[src/design/bgpu_pkg.sv]
/*
 * Sizes and types of the integer path. RESULT_DEPTH must be a power of two.
 * Subtype codes outside iu_subtype_e give all-ones data and are not flagged.
 */
package bgpu_pkg;

    // ############################
    // Sizes
    // ############################

    localparam int unsigned NUM_WARPS    = 4;
    localparam int unsigned WARP_WIDTH   = 4;
    localparam int unsigned REG_WIDTH    = 32;
    localparam int unsigned NUM_REGS     = 16;
    localparam int unsigned NUM_TAGS     = 8;
    localparam int unsigned RESULT_DEPTH = 4;

    // Derived widths
    localparam int unsigned WID_WIDTH     = $clog2(NUM_WARPS);
    localparam int unsigned TAG_WIDTH     = $clog2(NUM_TAGS);
    localparam int unsigned REG_IDX_WIDTH = $clog2(NUM_REGS);

    // Result buffer pointer and occupancy widths
    localparam int unsigned RB_PTR_WIDTH = $clog2(RESULT_DEPTH);
    localparam int unsigned RB_CNT_WIDTH = $clog2(RESULT_DEPTH + 1);

    // ############################
    // Vector types
    // ############################

    typedef logic [REG_WIDTH-1:0]            reg_data_t;
    // Thread i sits at bits [i*REG_WIDTH +: REG_WIDTH]
    typedef logic [WARP_WIDTH*REG_WIDTH-1:0] warp_data_t;
    typedef logic [REG_IDX_WIDTH-1:0]        reg_idx_t;
    typedef logic [WID_WIDTH-1:0]            wid_t;
    typedef logic [TAG_WIDTH-1:0]            tag_t;
    // Tag in the upper bits, warp ID in the lower bits
    typedef logic [TAG_WIDTH+WID_WIDTH-1:0]  iid_t;

    // Integer unit operations
    typedef enum logic [3:0] {
        IU_TID  = 4'd0,
        IU_WID  = 4'd1,
        IU_ADD  = 4'd2,
        IU_ADDI = 4'd3,
        IU_SUB  = 4'd4,
        IU_SUBI = 4'd5,
        IU_LDI  = 4'd6,
        IU_OR   = 4'd7,
        IU_AND  = 4'd8,
        IU_XOR  = 4'd9,
        IU_SLL  = 4'd10,
        IU_SLLI = 4'd11
    } iu_subtype_e;

    // ############################
    // Stream payloads
    // ############################

    // Instruction from the issue port
    typedef struct packed {
        wid_t        wid;
        iu_subtype_e subtype;
        reg_idx_t    dst;
        reg_idx_t    src0;
        reg_idx_t    src1;
        reg_data_t   imm;
    } issue_t;

    // Collector to integer unit
    typedef struct packed {
        iid_t                  iid;
        iu_subtype_e           subtype;
        reg_idx_t              dst;
        warp_data_t [1:0]      operands;
    } iu_req_t;

    // Integer unit result, also the buffer entry
    typedef struct packed {
        iid_t       iid;
        reg_idx_t   dst;
        warp_data_t data;
    } iu_result_t;

    // Writeback port
    typedef struct packed {
        wid_t       wid;
        reg_idx_t   dst;
        warp_data_t data;
    } wb_t;

endpackage

[src/design/result_buffer.sv]
/*
 * Circular FIFO, RESULT_DEPTH a power of two. No write-through when empty,
 * a written entry shows at the output one cycle later. Ready low when full.
 */
`timescale 1ns/1ps

module result_buffer import bgpu_pkg::*; (
    input  logic       clk_i,
    input  logic       rst_i,

    // From the integer unit
    input  logic       in_valid_i,
    output logic       in_ready_o,
    input  iu_result_t in_i,

    // To the result collector
    output logic       out_valid_o,
    input  logic       out_ready_i,
    output iu_result_t out_o
);

    iu_result_t mem_q [RESULT_DEPTH];

    logic [RB_PTR_WIDTH-1:0] wr_ptr_q;
    logic [RB_PTR_WIDTH-1:0] rd_ptr_q;
    logic [RB_CNT_WIDTH-1:0] count_q;

    logic push;
    logic pop;

    assign in_ready_o  = (count_q != RB_CNT_WIDTH'(RESULT_DEPTH));
    assign out_valid_o = (count_q != '0);
    assign out_o       = mem_q[rd_ptr_q];

    assign push = in_valid_i && in_ready_o;
    assign pop  = out_valid_o && out_ready_i;

    // Pointers wrap naturally at the power-of-two depth
    always_ff @(posedge clk_i) begin
        if (rst_i) begin
            wr_ptr_q <= '0;
            rd_ptr_q <= '0;
            count_q  <= '0;
        end else begin
            if (push) begin
                wr_ptr_q <= wr_ptr_q + 1'b1;
            end
            if (pop) begin
                rd_ptr_q <= rd_ptr_q + 1'b1;
            end
            // Simultaneous push and pop leave the count alone
            if (push && !pop) begin
                count_q <= count_q + 1'b1;
            end else if (pop && !push) begin
                count_q <= count_q - 1'b1;
            end
        end
    end

    // Entry storage
    always_ff @(posedge clk_i) begin
        if (push) begin
            mem_q[wr_ptr_q] <= in_i;
        end
    end

endmodule

[config.mk]
export PLATFORM = sky130hd
export DESIGN_NAME = result_buffer
export DESIGN_NICKNAME = d
export VERILOG_FILES = /design/src/design/bgpu_pkg.sv /design/src/design/result_buffer.sv
export SDC_FILE = /design/constraint.sdc
export NUM_CORES = 1
export LEC_CHECK = 0
export BUFFER_PORTS_ARGS = -buffer_cell sky130_fd_sc_hd__buf_2
export CAP_MARGIN = 15
export CORE_MARGIN = 3
export CORE_UTILIZATION = 51
export CTS_BUF_LIST = sky130_fd_sc_hd__clkbuf_16
export DETAILED_ROUTE_END_ITERATION = 10
export PLACE_DENSITY = 0.75
export SYNTH_ARGS = -nofsm -noshare
export SYNTH_HDL_FRONTEND = slang
export SYNTH_SLANG_ARGS = --single-unit
[constraint.sdc]
create_clock -name clk_i -period 4.49 [get_ports clk_i]
set_input_delay 0.898 -clock clk_i [delete_from_list [all_inputs] [get_ports clk_i]]
set_output_delay 0.898 -clock clk_i [all_outputs]
set_load 0.02 [all_outputs]
==> impl_metrics.ini <==
[status]
outcome = completed

[routing]
first_iter_violations = 560
routedWlPerCell_um = 22.95
drt_pass1_iterations = 4
remaining_drc_errors = 0
drt_wl_total_mm = 37.85
vias = 9135
antenna_left = 0
vias_per_cell = 5.540

[setup_path]
slowest_stage_delay_on_critical_path_ns = 0.90
worstPathMaxFanout = 39
cpMaxStageDelayCell = sky130_fd_sc_hd__dfxtp_4
worstPathArrival_ns = 2.64
path_delay_family = flip-flops
worstPathCellList = buf_4 > mux4_2 > buf_2
timing.critical_path.buf_inv = 2
end_kind = primary output
worst-endpoint-required_ns = 3.59
worst_setup_path_start_kind = flop
critical_path_class = flop to primary output

[final_layout]
fraction_of_final_layout_cells_sized_beyond_drive_strength_1_pct = 45.64
postLayoutCellArea_um2 = 24100
nets = 1228
area.growth.synth_to_final_pct = 19.08
final_common_cell = sky130_fd_sc_hd__edfxtp_1
number_of_inserted_filler_cells_in_the_final_layout = 2675
layout_common_cells = sky130_fd_sc_hd__edfxtp_1 (548), sky130_fd_sc_hd__buf_2 (279), sky130_fd_sc_hd__mux4_2 (137)

[floorplanning]
coreArea_um2 = 38920
die_width_um = 205.2
floorplan.io_pins = 280
fp-row-count = 72
dieHeight_um = 205.2
die_area_um2 = 42120
start_util_pct = 52.01

[logic_synthesis]
synth.yosys.seq_area_share_pct = 82.19
synth-seq-cells = 557
library_cells_used_by_synthesis = 23
syn-instance-count = 763
syn_area_um2 = 20240
postSynthAreaPerCell_um2 = 26.53
synth_fp_nets = 910
syn_warnings = 0

[timing]
finalCriticalPeriod_ns = 3.536
transition_time_at_the_pin_with_the_least_slew_margin_ns = 0.9043
rsz_0062_raised_after_global_routing = no
finalSetupViolCount = 0
slew_viol_final = 0
post_layout_worst_setup_margin_ns = 0.9543
hold_violations = 0
final_period_util_pct = 78.75
tns_ns = 0
worst_clock_skew_ns = 0.008157
max_freq_mhz = 282.8
worst_slew_margin_rel_pct = 39.71

[grt]
grt_start_max_net_pins = 138
grt_pass1_wl_mm = 57.75
groute.usage.overall_pct = 18.23
antenna_found_initial = 16
first_global_vias = 9806
globalRouteOverflowTotal = 0

[power]
relative_contribution_of_combinational_cells_to_total_power_pct = 24.1
vdd.ir_drop.worst_mv = 0.3771
total_power_mw = 14.61
leakage_nw = 8.084
power.density_cell_area_nw_per_um2 = 606.2
clkPwrFrac_pct = 31.0
share_seq_of_total_power_pct = 44.9
power.share.switching_pct = 27.77
internal_power_mw = 10.55
netSwitchingPower_mw = 4.057

[clocking]
cts_made_buffers = 54
cts_tree = yes
cts_repair_resize_count = 0
path_clk_slew_ns = 0.06
post-cts-setup-buffer-count = 0
ctsHoldBuffers = 0
worst_skew_pair.late_latency_ns = 0.58
htreeDepth = 2
clkSinkCount = 557
clk_path_buf_depth = 3
ctsRootBufferMaster = sky130_fd_sc_hd__clkbuf_16

[placement]
portbufs = 279
detailedPlacementHpwl_mm = 21.61
gp_congestion = 0.7217
dpl-instance-area_um2 = 22270
pre_cts_slack_ns = 1.459

[hold_path]
hold_path_class = flop to flop

[job]
maxCapViolCount = 0
==> cell type report <==
cell class	count	area [um^2]	share of cell area, %
Antenna cell	7	17.52	0.07267
Clock buffer	57	1426	5.918
Clock inverter	42	389.1	1.614
Inverter	3	11.26	0.04672
Multi-Input combinational cell	172	3366	13.96
Sequential cell	557	16640	69.05
Tap cell	518	648.1	2.689
Timing Repair Buffer	293	1602	6.645
==> cell families after synthesis <==
kind of cell	synth area share (%)
fa+ha+maj	0.4080
buf+inv	1.236
mux	15.40
flops	82.19
simple gates	0.4141
xor+xnor	0.1731
compound gates	0.1854
==> Yosys cell counts <==
cell type,n,area [um^2]
sky130_fd_sc_hd__mux2i_1,2,20.02
sky130_fd_sc_hd__mux4_2,137,3085
sky130_fd_sc_hd__and2_1,4,25.02
sky130_fd_sc_hd__xor2_1,4,35.03
sky130_fd_sc_hd__o31ai_1,1,7.510
sky130_fd_sc_hd__o21ai_0,1,5.000
sky130_fd_sc_hd__mux2_2,1,11.26
sky130_fd_sc_hd__buf_2,14,70.07
sky130_fd_sc_hd__nand2b_1,2,12.51
sky130_fd_sc_hd__inv_1,3,11.26
sky130_fd_sc_hd__dfxtp_1,9,180.2
sky130_fd_sc_hd__fa_1,1,20.02
sky130_fd_sc_hd__or3_1,2,12.51
sky130_fd_sc_hd__nand2_1,1,3.750
sky130_fd_sc_hd__a21oi_1,1,5.000
sky130_fd_sc_hd__ha_1,5,62.56
sky130_fd_sc_hd__a21boi_2,1,11.26
sky130_fd_sc_hd__edfxtp_1,548,16460
sky130_fd_sc_hd__buf_4,2,15.01
sky130_fd_sc_hd__buf_6,13,146.4
sky130_fd_sc_hd__clkbuf_1,2,7.510
sky130_fd_sc_hd__o311ai_0,1,8.760
sky130_fd_sc_hd__nor2_1,8,30.03
==> path summary, 6_finish.rpt <==
check         startpoint           to  slack (ns)  cells after the start
max                 flop   out_o[134]        0.95                      3
min          wr_ptr_q[1]  wr_ptr_q[1]        0.51                      2
max reg2reg   count_q[0]   count_q[2]        2.21                      8
min reg2reg  wr_ptr_q[1]  wr_ptr_q[1]        0.51                      2
==> registers in the layout (all words and copies together) (netlist names), named ones only <==
signal,cells
mem_q,548
wr_ptr_q,2
rd_ptr_q,2
count_q,3
==> power groups by stage <==
stage / Combinational (mW) / Clock (mW) / Sequential [mW]
final: 3.52 / 4.53 / 6.56
after detailed placement: 3.59 / 0 / 6.68
after global placement: 3.56 / 0 / 6.64
after global routing: 3.76 / 4.85 / 6.62
after CTS: 3.60 / 4.65 / 6.58
after floorplan: 2.58 / 0 / 6.53
==> tightest hold or removal path, cell delays in order, from the launching register on <==
cell and delay [ns]:
sky130_fd_sc_hd__dfxtp_1 0.34, sky130_fd_sc_hd__nand2b_1 0.07, sky130_fd_sc_hd__mux2i_1 0.06
==> metrics by stage <==
step                instances  hold WS [ns]  util (%)
detailed placement       1543        0.5098     57.22
CTS                      1642        0.4839     61.89
global route             1646        0.5057     61.91
global placement         1543        0.4996     57.22
finish                   1649        0.5127     61.93
floorplan                 763        0.4820         -
==> per-layer routing <==
metal | global-route usage (%) | up-vias | share of wire [%]
li1 | - | 3957 | -
met1 | 24.33 | 4769 | 39
met2 | 28.63 | 308 | 49
met3 | 6.233 | 81 | 8.9
met4 | 6.078 | 20 | 2.4
met5 | 0 | - | 0.34
Power figures use the tool's default switching activity.
