--- config.mk ---
export PLATFORM = sky130hd
export DESIGN_NAME = operand_collector
export DESIGN_NICKNAME = d
export VERILOG_FILES = /design/src/design/bgpu_pkg.sv /design/src/design/operand_collector.sv
export SDC_FILE = /design/constraint.sdc
export NUM_CORES = 1
export LEC_CHECK = 0
export BUFFER_PORTS_ARGS = -buffer_cell sky130_fd_sc_hd__buf_2
export CORE_AREA = 2 2 232 234
export CTS_CLUSTER_SIZE = 40
export DETAILED_ROUTE_END_ITERATION = 6
export DIE_AREA = 0 0 234 236
export PLACE_DENSITY = 0.41
export SYNTH_ARGS = -nofsm -noshare
export SYNTH_HDL_FRONTEND = slang
export SYNTH_SLANG_ARGS = --single-unit
--- constraint.sdc ---
create_clock -name clk_i -period 9.6 [get_ports clk_i]
set_input_delay 0.48 -clock clk_i [delete_from_list [all_inputs] [get_ports clk_i]]
set_output_delay 0.48 -clock clk_i [all_outputs]
set_load 0.01 [all_outputs]
--- src/design/bgpu_pkg.sv ---
/*
 * Sizes and types of the integer path. RESULT_DEPTH must be a power of two.
 * Subtype codes outside iu_subtype_e give all-ones data and are not flagged.
 */
package bgpu_pkg;

    // ############################
    // Sizes
    // ############################

    localparam int unsigned NUM_WARPS    = 4;
    localparam int unsigned WARP_WIDTH   = 4;
    localparam int unsigned REG_WIDTH    = 32;
    localparam int unsigned NUM_REGS     = 16;
    localparam int unsigned NUM_TAGS     = 8;
    localparam int unsigned RESULT_DEPTH = 4;

    // Derived widths
    localparam int unsigned WID_WIDTH     = $clog2(NUM_WARPS);
    localparam int unsigned TAG_WIDTH     = $clog2(NUM_TAGS);
    localparam int unsigned REG_IDX_WIDTH = $clog2(NUM_REGS);

    // Result buffer pointer and occupancy widths
    localparam int unsigned RB_PTR_WIDTH = $clog2(RESULT_DEPTH);
    localparam int unsigned RB_CNT_WIDTH = $clog2(RESULT_DEPTH + 1);

    // ############################
    // Vector types
    // ############################

    typedef logic [REG_WIDTH-1:0]            reg_data_t;
    // Thread i sits at bits [i*REG_WIDTH +: REG_WIDTH]
    typedef logic [WARP_WIDTH*REG_WIDTH-1:0] warp_data_t;
    typedef logic [REG_IDX_WIDTH-1:0]        reg_idx_t;
    typedef logic [WID_WIDTH-1:0]            wid_t;
    typedef logic [TAG_WIDTH-1:0]            tag_t;
    // Tag in the upper bits, warp ID in the lower bits
    typedef logic [TAG_WIDTH+WID_WIDTH-1:0]  iid_t;

    // Integer unit operations
    typedef enum logic [3:0] {
        IU_TID  = 4'd0,
        IU_WID  = 4'd1,
        IU_ADD  = 4'd2,
        IU_ADDI = 4'd3,
        IU_SUB  = 4'd4,
        IU_SUBI = 4'd5,
        IU_LDI  = 4'd6,
        IU_OR   = 4'd7,
        IU_AND  = 4'd8,
        IU_XOR  = 4'd9,
        IU_SLL  = 4'd10,
        IU_SLLI = 4'd11
    } iu_subtype_e;

    // ############################
    // Stream payloads
    // ############################

    // Instruction from the issue port
    typedef struct packed {
        wid_t        wid;
        iu_subtype_e subtype;
        reg_idx_t    dst;
        reg_idx_t    src0;
        reg_idx_t    src1;
        reg_data_t   imm;
    } issue_t;

    // Collector to integer unit
    typedef struct packed {
        iid_t                  iid;
        iu_subtype_e           subtype;
        reg_idx_t              dst;
        warp_data_t [1:0]      operands;
    } iu_req_t;

    // Integer unit result, also the buffer entry
    typedef struct packed {
        iid_t       iid;
        reg_idx_t   dst;
        warp_data_t data;
    } iu_result_t;

    // Writeback port
    typedef struct packed {
        wid_t       wid;
        reg_idx_t   dst;
        warp_data_t data;
    } wb_t;

endpackage

--- src/design/operand_collector.sv ---
/*
 * Holds one request. issue_ready_o depends on issue_i, since hazards are
 * checked against the offered instruction. Tags roll over every NUM_TAGS.
 */
`timescale 1ns/1ps

module operand_collector import bgpu_pkg::*; (
    input  logic       clk_i,
    input  logic       rst_i,

    // Issue port
    input  logic       issue_valid_i,
    output logic       issue_ready_o,
    input  issue_t     issue_i,

    // Register file read port
    output logic       rd_en_o,
    output wid_t       rd_wid_o,
    output reg_idx_t   rd_idx0_o,
    output reg_idx_t   rd_idx1_o,
    input  warp_data_t rd_data0_i,
    input  warp_data_t rd_data1_i,

    // Scoreboard release from writeback
    input  logic       clr_valid_i,
    input  wid_t       clr_wid_i,
    input  reg_idx_t   clr_dst_i,

    // Request to the integer unit
    output logic       req_valid_o,
    input  logic       req_ready_i,
    output iu_req_t    req_o
);

    // ############################
    // Scoreboard and hazards
    // ############################

    logic [NUM_WARPS-1:0][NUM_REGS-1:0] pending_q;
    logic [NUM_WARPS-1:0][NUM_REGS-1:0] pending_clr;
    logic [NUM_WARPS-1:0][NUM_REGS-1:0] pending_d;

    logic use_src0;
    logic use_src1;
    logic hazard;
    logic stage_free;
    logic accept;

    // Which sources the offered instruction actually reads
    always_comb begin
        use_src0 = 1'b1;
        use_src1 = 1'b1;
        case (issue_i.subtype)
            IU_TID, IU_WID, IU_LDI: begin
                use_src0 = 1'b0;
                use_src1 = 1'b0;
            end
            // Operand 0 comes from the immediate
            IU_ADDI, IU_SUBI, IU_SLLI: use_src0 = 1'b0;
            default: use_src0 = 1'b1;
        endcase
    end

    // Writeback release lands before the hazard check
    always_comb begin
        pending_clr = pending_q;
        if (clr_valid_i) begin
            pending_clr[clr_wid_i][clr_dst_i] = 1'b0;
        end
    end

    assign hazard = (use_src0 && pending_clr[issue_i.wid][issue_i.src0])
                 || (use_src1 && pending_clr[issue_i.wid][issue_i.src1])
                 || pending_clr[issue_i.wid][issue_i.dst];

    // Output stage empty or handing off this cycle
    assign stage_free    = !req_valid_o || req_ready_i;
    assign issue_ready_o = stage_free && !hazard;
    assign accept        = issue_valid_i && issue_ready_o;

    // Mark destination pending on acceptance
    always_comb begin
        pending_d = pending_clr;
        if (accept) begin
            pending_d[issue_i.wid][issue_i.dst] = 1'b1;
        end
    end

    // ############################
    // Request stage
    // ############################

    tag_t        tag_q;
    iid_t        iid_q;
    iu_subtype_e subtype_q;
    reg_idx_t    dst_q;
    reg_data_t   imm_q;
    logic        imm_op;

    // Register read runs alongside the capture below
    assign rd_en_o   = accept;
    assign rd_wid_o  = issue_i.wid;
    assign rd_idx0_o = issue_i.src0;
    assign rd_idx1_o = issue_i.src1;

    always_ff @(posedge clk_i) begin
        if (rst_i) begin
            pending_q   <= '0;
            tag_q       <= '0;
            req_valid_o <= 1'b0;
        end else begin
            pending_q <= pending_d;
            if (accept) begin
                tag_q       <= tag_q + 1'b1;
                req_valid_o <= 1'b1;
            end else if (req_ready_i) begin
                req_valid_o <= 1'b0;
            end
        end
    end

    // Instruction fields, operands arrive from the register file
    always_ff @(posedge clk_i) begin
        if (accept) begin
            iid_q     <= {tag_q, issue_i.wid};
            subtype_q <= issue_i.subtype;
            dst_q     <= issue_i.dst;
            imm_q     <= issue_i.imm;
        end
    end

    assign imm_op = subtype_q inside {IU_ADDI, IU_SUBI, IU_SLLI, IU_LDI};

    // Immediate broadcast to all threads, LDI ORs with zero
    always_comb begin
        req_o.iid         = iid_q;
        req_o.subtype     = subtype_q;
        req_o.dst         = dst_q;
        req_o.operands[0] = imm_op ? {WARP_WIDTH{imm_q}} : rd_data0_i;
        req_o.operands[1] = (subtype_q == IU_LDI) ? '0 : rd_data1_i;
    end

endmodule

==> results.toml <==
[run_status]
status = "finished with violations"
violations = "design-rule violations"

[timing]
hold_viol = 0
finClkSkew_ns = 0.0140
rsz0062_at_grt = "false"
finalSetupViolCount = 0
relSlewSlack_pct = 32.4
fmax_mhz = 180
post-route-period-util_pct = 58.0
tightest_slew_ns = 1.01
finalSetupTns_ns = 0
setup_slack_ns = 4.03
slew_violations = 0
fin_crit_ns = 5.57

[layout]
final_util_pct = 22.8
instances_no_fill = 2227
area_growth_pct = 52.5
drive_gt1_share_pct = 45.3
nets = 1820

[drt]
vias = 10200
postRouteAntennaNets = 0
first_pass_iters = 7
drtIter0Drc = 830
viasPerCell = 4.57
routedWlPerCell_um = 26.1
drt-total-wl_mm = 58.2
drc = 2

[power]
power_frac_clock_pct = 38.9
comb_power_share_pct = 30.7
powerDensity_nw_per_um2 = 143
power_switching_uw = 636
power_mw = 1.73
peakVddDrop_mv = 0.120
p_leak_nw = 5.69
intPower_mw = 1.10
swShare_pct = 36.7
seqPwrFrac_pct = 30.3

[clocking]
path_clk_slew_ns = 0.06
clock-sinks = 113
postCtsHoldBufs = 0
cts_setup_buffers = 0
postCtsResizedCells = 0
ctsRootBufferMaster = "clkbuf_16"
cts_tree = "yes"
worstSkewPairLatency_ns = 0.45
h-tree-depth = 4
clk_path_buf_depth = 2
numCtsBuffers = 17

[placed_design]
dpl_worst_slack_ns = 4.05
gp_congestion = 1.07
dpl.cell_count = 2179
hpwl_mm = 48.0
port_buffers = 598

[global_route]
grt_pass1_vias = 9662
grt_remaining_overflow = 0
antenna_found_initial = 34
grt_max_degree = 98
grt_use_total_pct = 20.1
grt_pass1_wl_mm = 77.5

[setup_path]
critPathMaxFanout = 66
path_buf_inv = 4
critPathLaunchType = "input pin"
critPathKind = "in2out"
cp-end-kind = "primary output"
worst_ep_required_time_ns = 9.12
critical_path_arrival_ns = 5.09
path_cells = "buf_2 -> nand3b_1 -> o21ai_0 -> mux4_2 -> mux2i_1 -> a2111oi_0 -> nor4_1 -> or4_4 -> inv_2 -> buf_4 -> buf_2"
crit_top_cell = "buf_2"
critPathTopFamily = "simple AND/OR/NAND/NOR gates"
slowest_stage = "or4_4"
slowest_delay_ns = 0.89

[synthesis]
syn_nets = 1286
synth_edf_count = 45
syn_area_per_cell_um2 = 8.18
syn_area_um2 = 7920
synth_cells = 968
ys_ff_latch = 113
synthFlopType = "dfxtp_1"
synth_top_area_share_pct = 17.2
synth_area_leaders = "dfxtp_1, edfxtp_1, nand2_1"
seq_area_frac_synth_pct = 34.2
yosysWarnings = 0
synthTopCellsByCount = "nand2_1, nor2b_1, dfxtp_1"
async_flop_share_pct = 0
yosysMostFrequentCell = "nand2_1"
synth_top_area_cell = "dfxtp_1"
synth_cell_types = 55

[hold_path]
hp-class = "in2reg"

[die]
die-area_um2 = 55200
num_rows = 85
die_w_um = 234
fp.dieH_um = 236
core_um2 = 53100
num_io_pins = 599
start_util_pct = 14.9

[flow_run]
drv_cap = 0
==> flip-flops by register name (all words and copies together) (netlist names) <==
signal and count:
pending_q 64, tag_q 3, dst_q 4, imm_q 32, subtype_q 4, req_valid_o 1, iid_q 5
==> final timing paths <==
check,start,to,slack (ns),depth (start not counted)
max,clr_wid_i[0],rd_en_o,4.03,11
min,issue_i[22],imm_q[22],0.21,1
max reg2reg,pending_q[55],imm_q[10],5.71,8
min reg2reg,tag_q[2],iid_q[4],0.48,0
==> layout by cell type, fill, tap and decap left out, types with 4 or more instances in the layout <==
| cell type | count |
|---|---|
| o21ai_1 | 6 |
| clkbuf_16 | 19 |
| o211ai_1 | 10 |
| a21oi_1 | 4 |
| buf_4 | 8 |
| buf_2 | 598 |
| nand2b_1 | 9 |
| o22ai_1 | 9 |
| or2_2 | 4 |
| edfxtp_1 | 45 |
| o21a_1 | 4 |
| mux2i_1 | 8 |
| nand4_1 | 4 |
| nand2_1 | 321 |
| mux4_2 | 36 |
| nor2b_1 | 141 |
| diode_2 | 16 |
| dfxtp_1 | 68 |
| nor3_1 | 6 |
| o21ai_0 | 63 |
| or4b_1 | 4 |
| nand4bb_1 | 4 |
| clkinv_4 | 5 |
| inv_8 | 4 |
| o32ai_1 | 64 |
| nor2_1 | 12 |
==> cell type report <==
cell class / count / area [um2]
Multi-Input combinational cell: 759 / 4770
Tap cell: 696 / 871
Fill cell: 6001 / 41000
Sequential cell: 113 / 2710
Timing Repair Buffer: 606 / 3050
Clock buffer: 19 / 475
Inverter: 5 / 18.8
Clock inverter: 13 / 141
Antenna cell: 16 / 40.0
==> power by group through the flow <==
stage | registers, mW | clock network [mW] | logic (mW)
finish | 0.526 | 0.675 | 0.532
global route | 0.527 | 0.711 | 0.565
CTS | 0.526 | 0.693 | 0.539
detailed placement | 0.536 | 0 | 0.535
global placement | 0.536 | 0 | 0.537
floorplan | 0.537 | 0 | 0.234
==> cell families (layout without fill, tap and decap cells) <==
logic type               after synthesis  in the layout  share of synthesized area (%)
AND/OR/NAND/NOR                      530            530                           32.3
AO/OA/AOI/OAI                        182            182                           16.0
flip-flops                           113            113                           34.2
buffers and inverters                 96            643                           5.75
multiplexers                          46             46                           11.5
adder cells (fa/ha/maj)                1              1                          0.158
other                                  0             16                              0
==> metrics by stage <==
step / hold WS, ns / instance area [um2]
after detailed placement: 0.459 / 11400
final: 0.211 / 12100
after global routing: 0.193 / 12000
after floorplan: 0.423 / 7920
after global placement: 0.459 / 11400
after CTS: 0.184 / 12000
==> layer usage <==
| metal | global-route usage, % | share of wire, % | up-vias |
|---|---|---|---|
| met5 | 0 | 0.27 | - |
| met4 | 3.61 | 1.5 | 26 |
| met3 | 7.00 | 9.5 | 81 |
| met2 | 30.7 | 44 | 570 |
| met1 | 27.5 | 45 | 4979 |
| li1 | - | - | 4529 |
No activity file was read; power rests on OpenSTA's default activity.
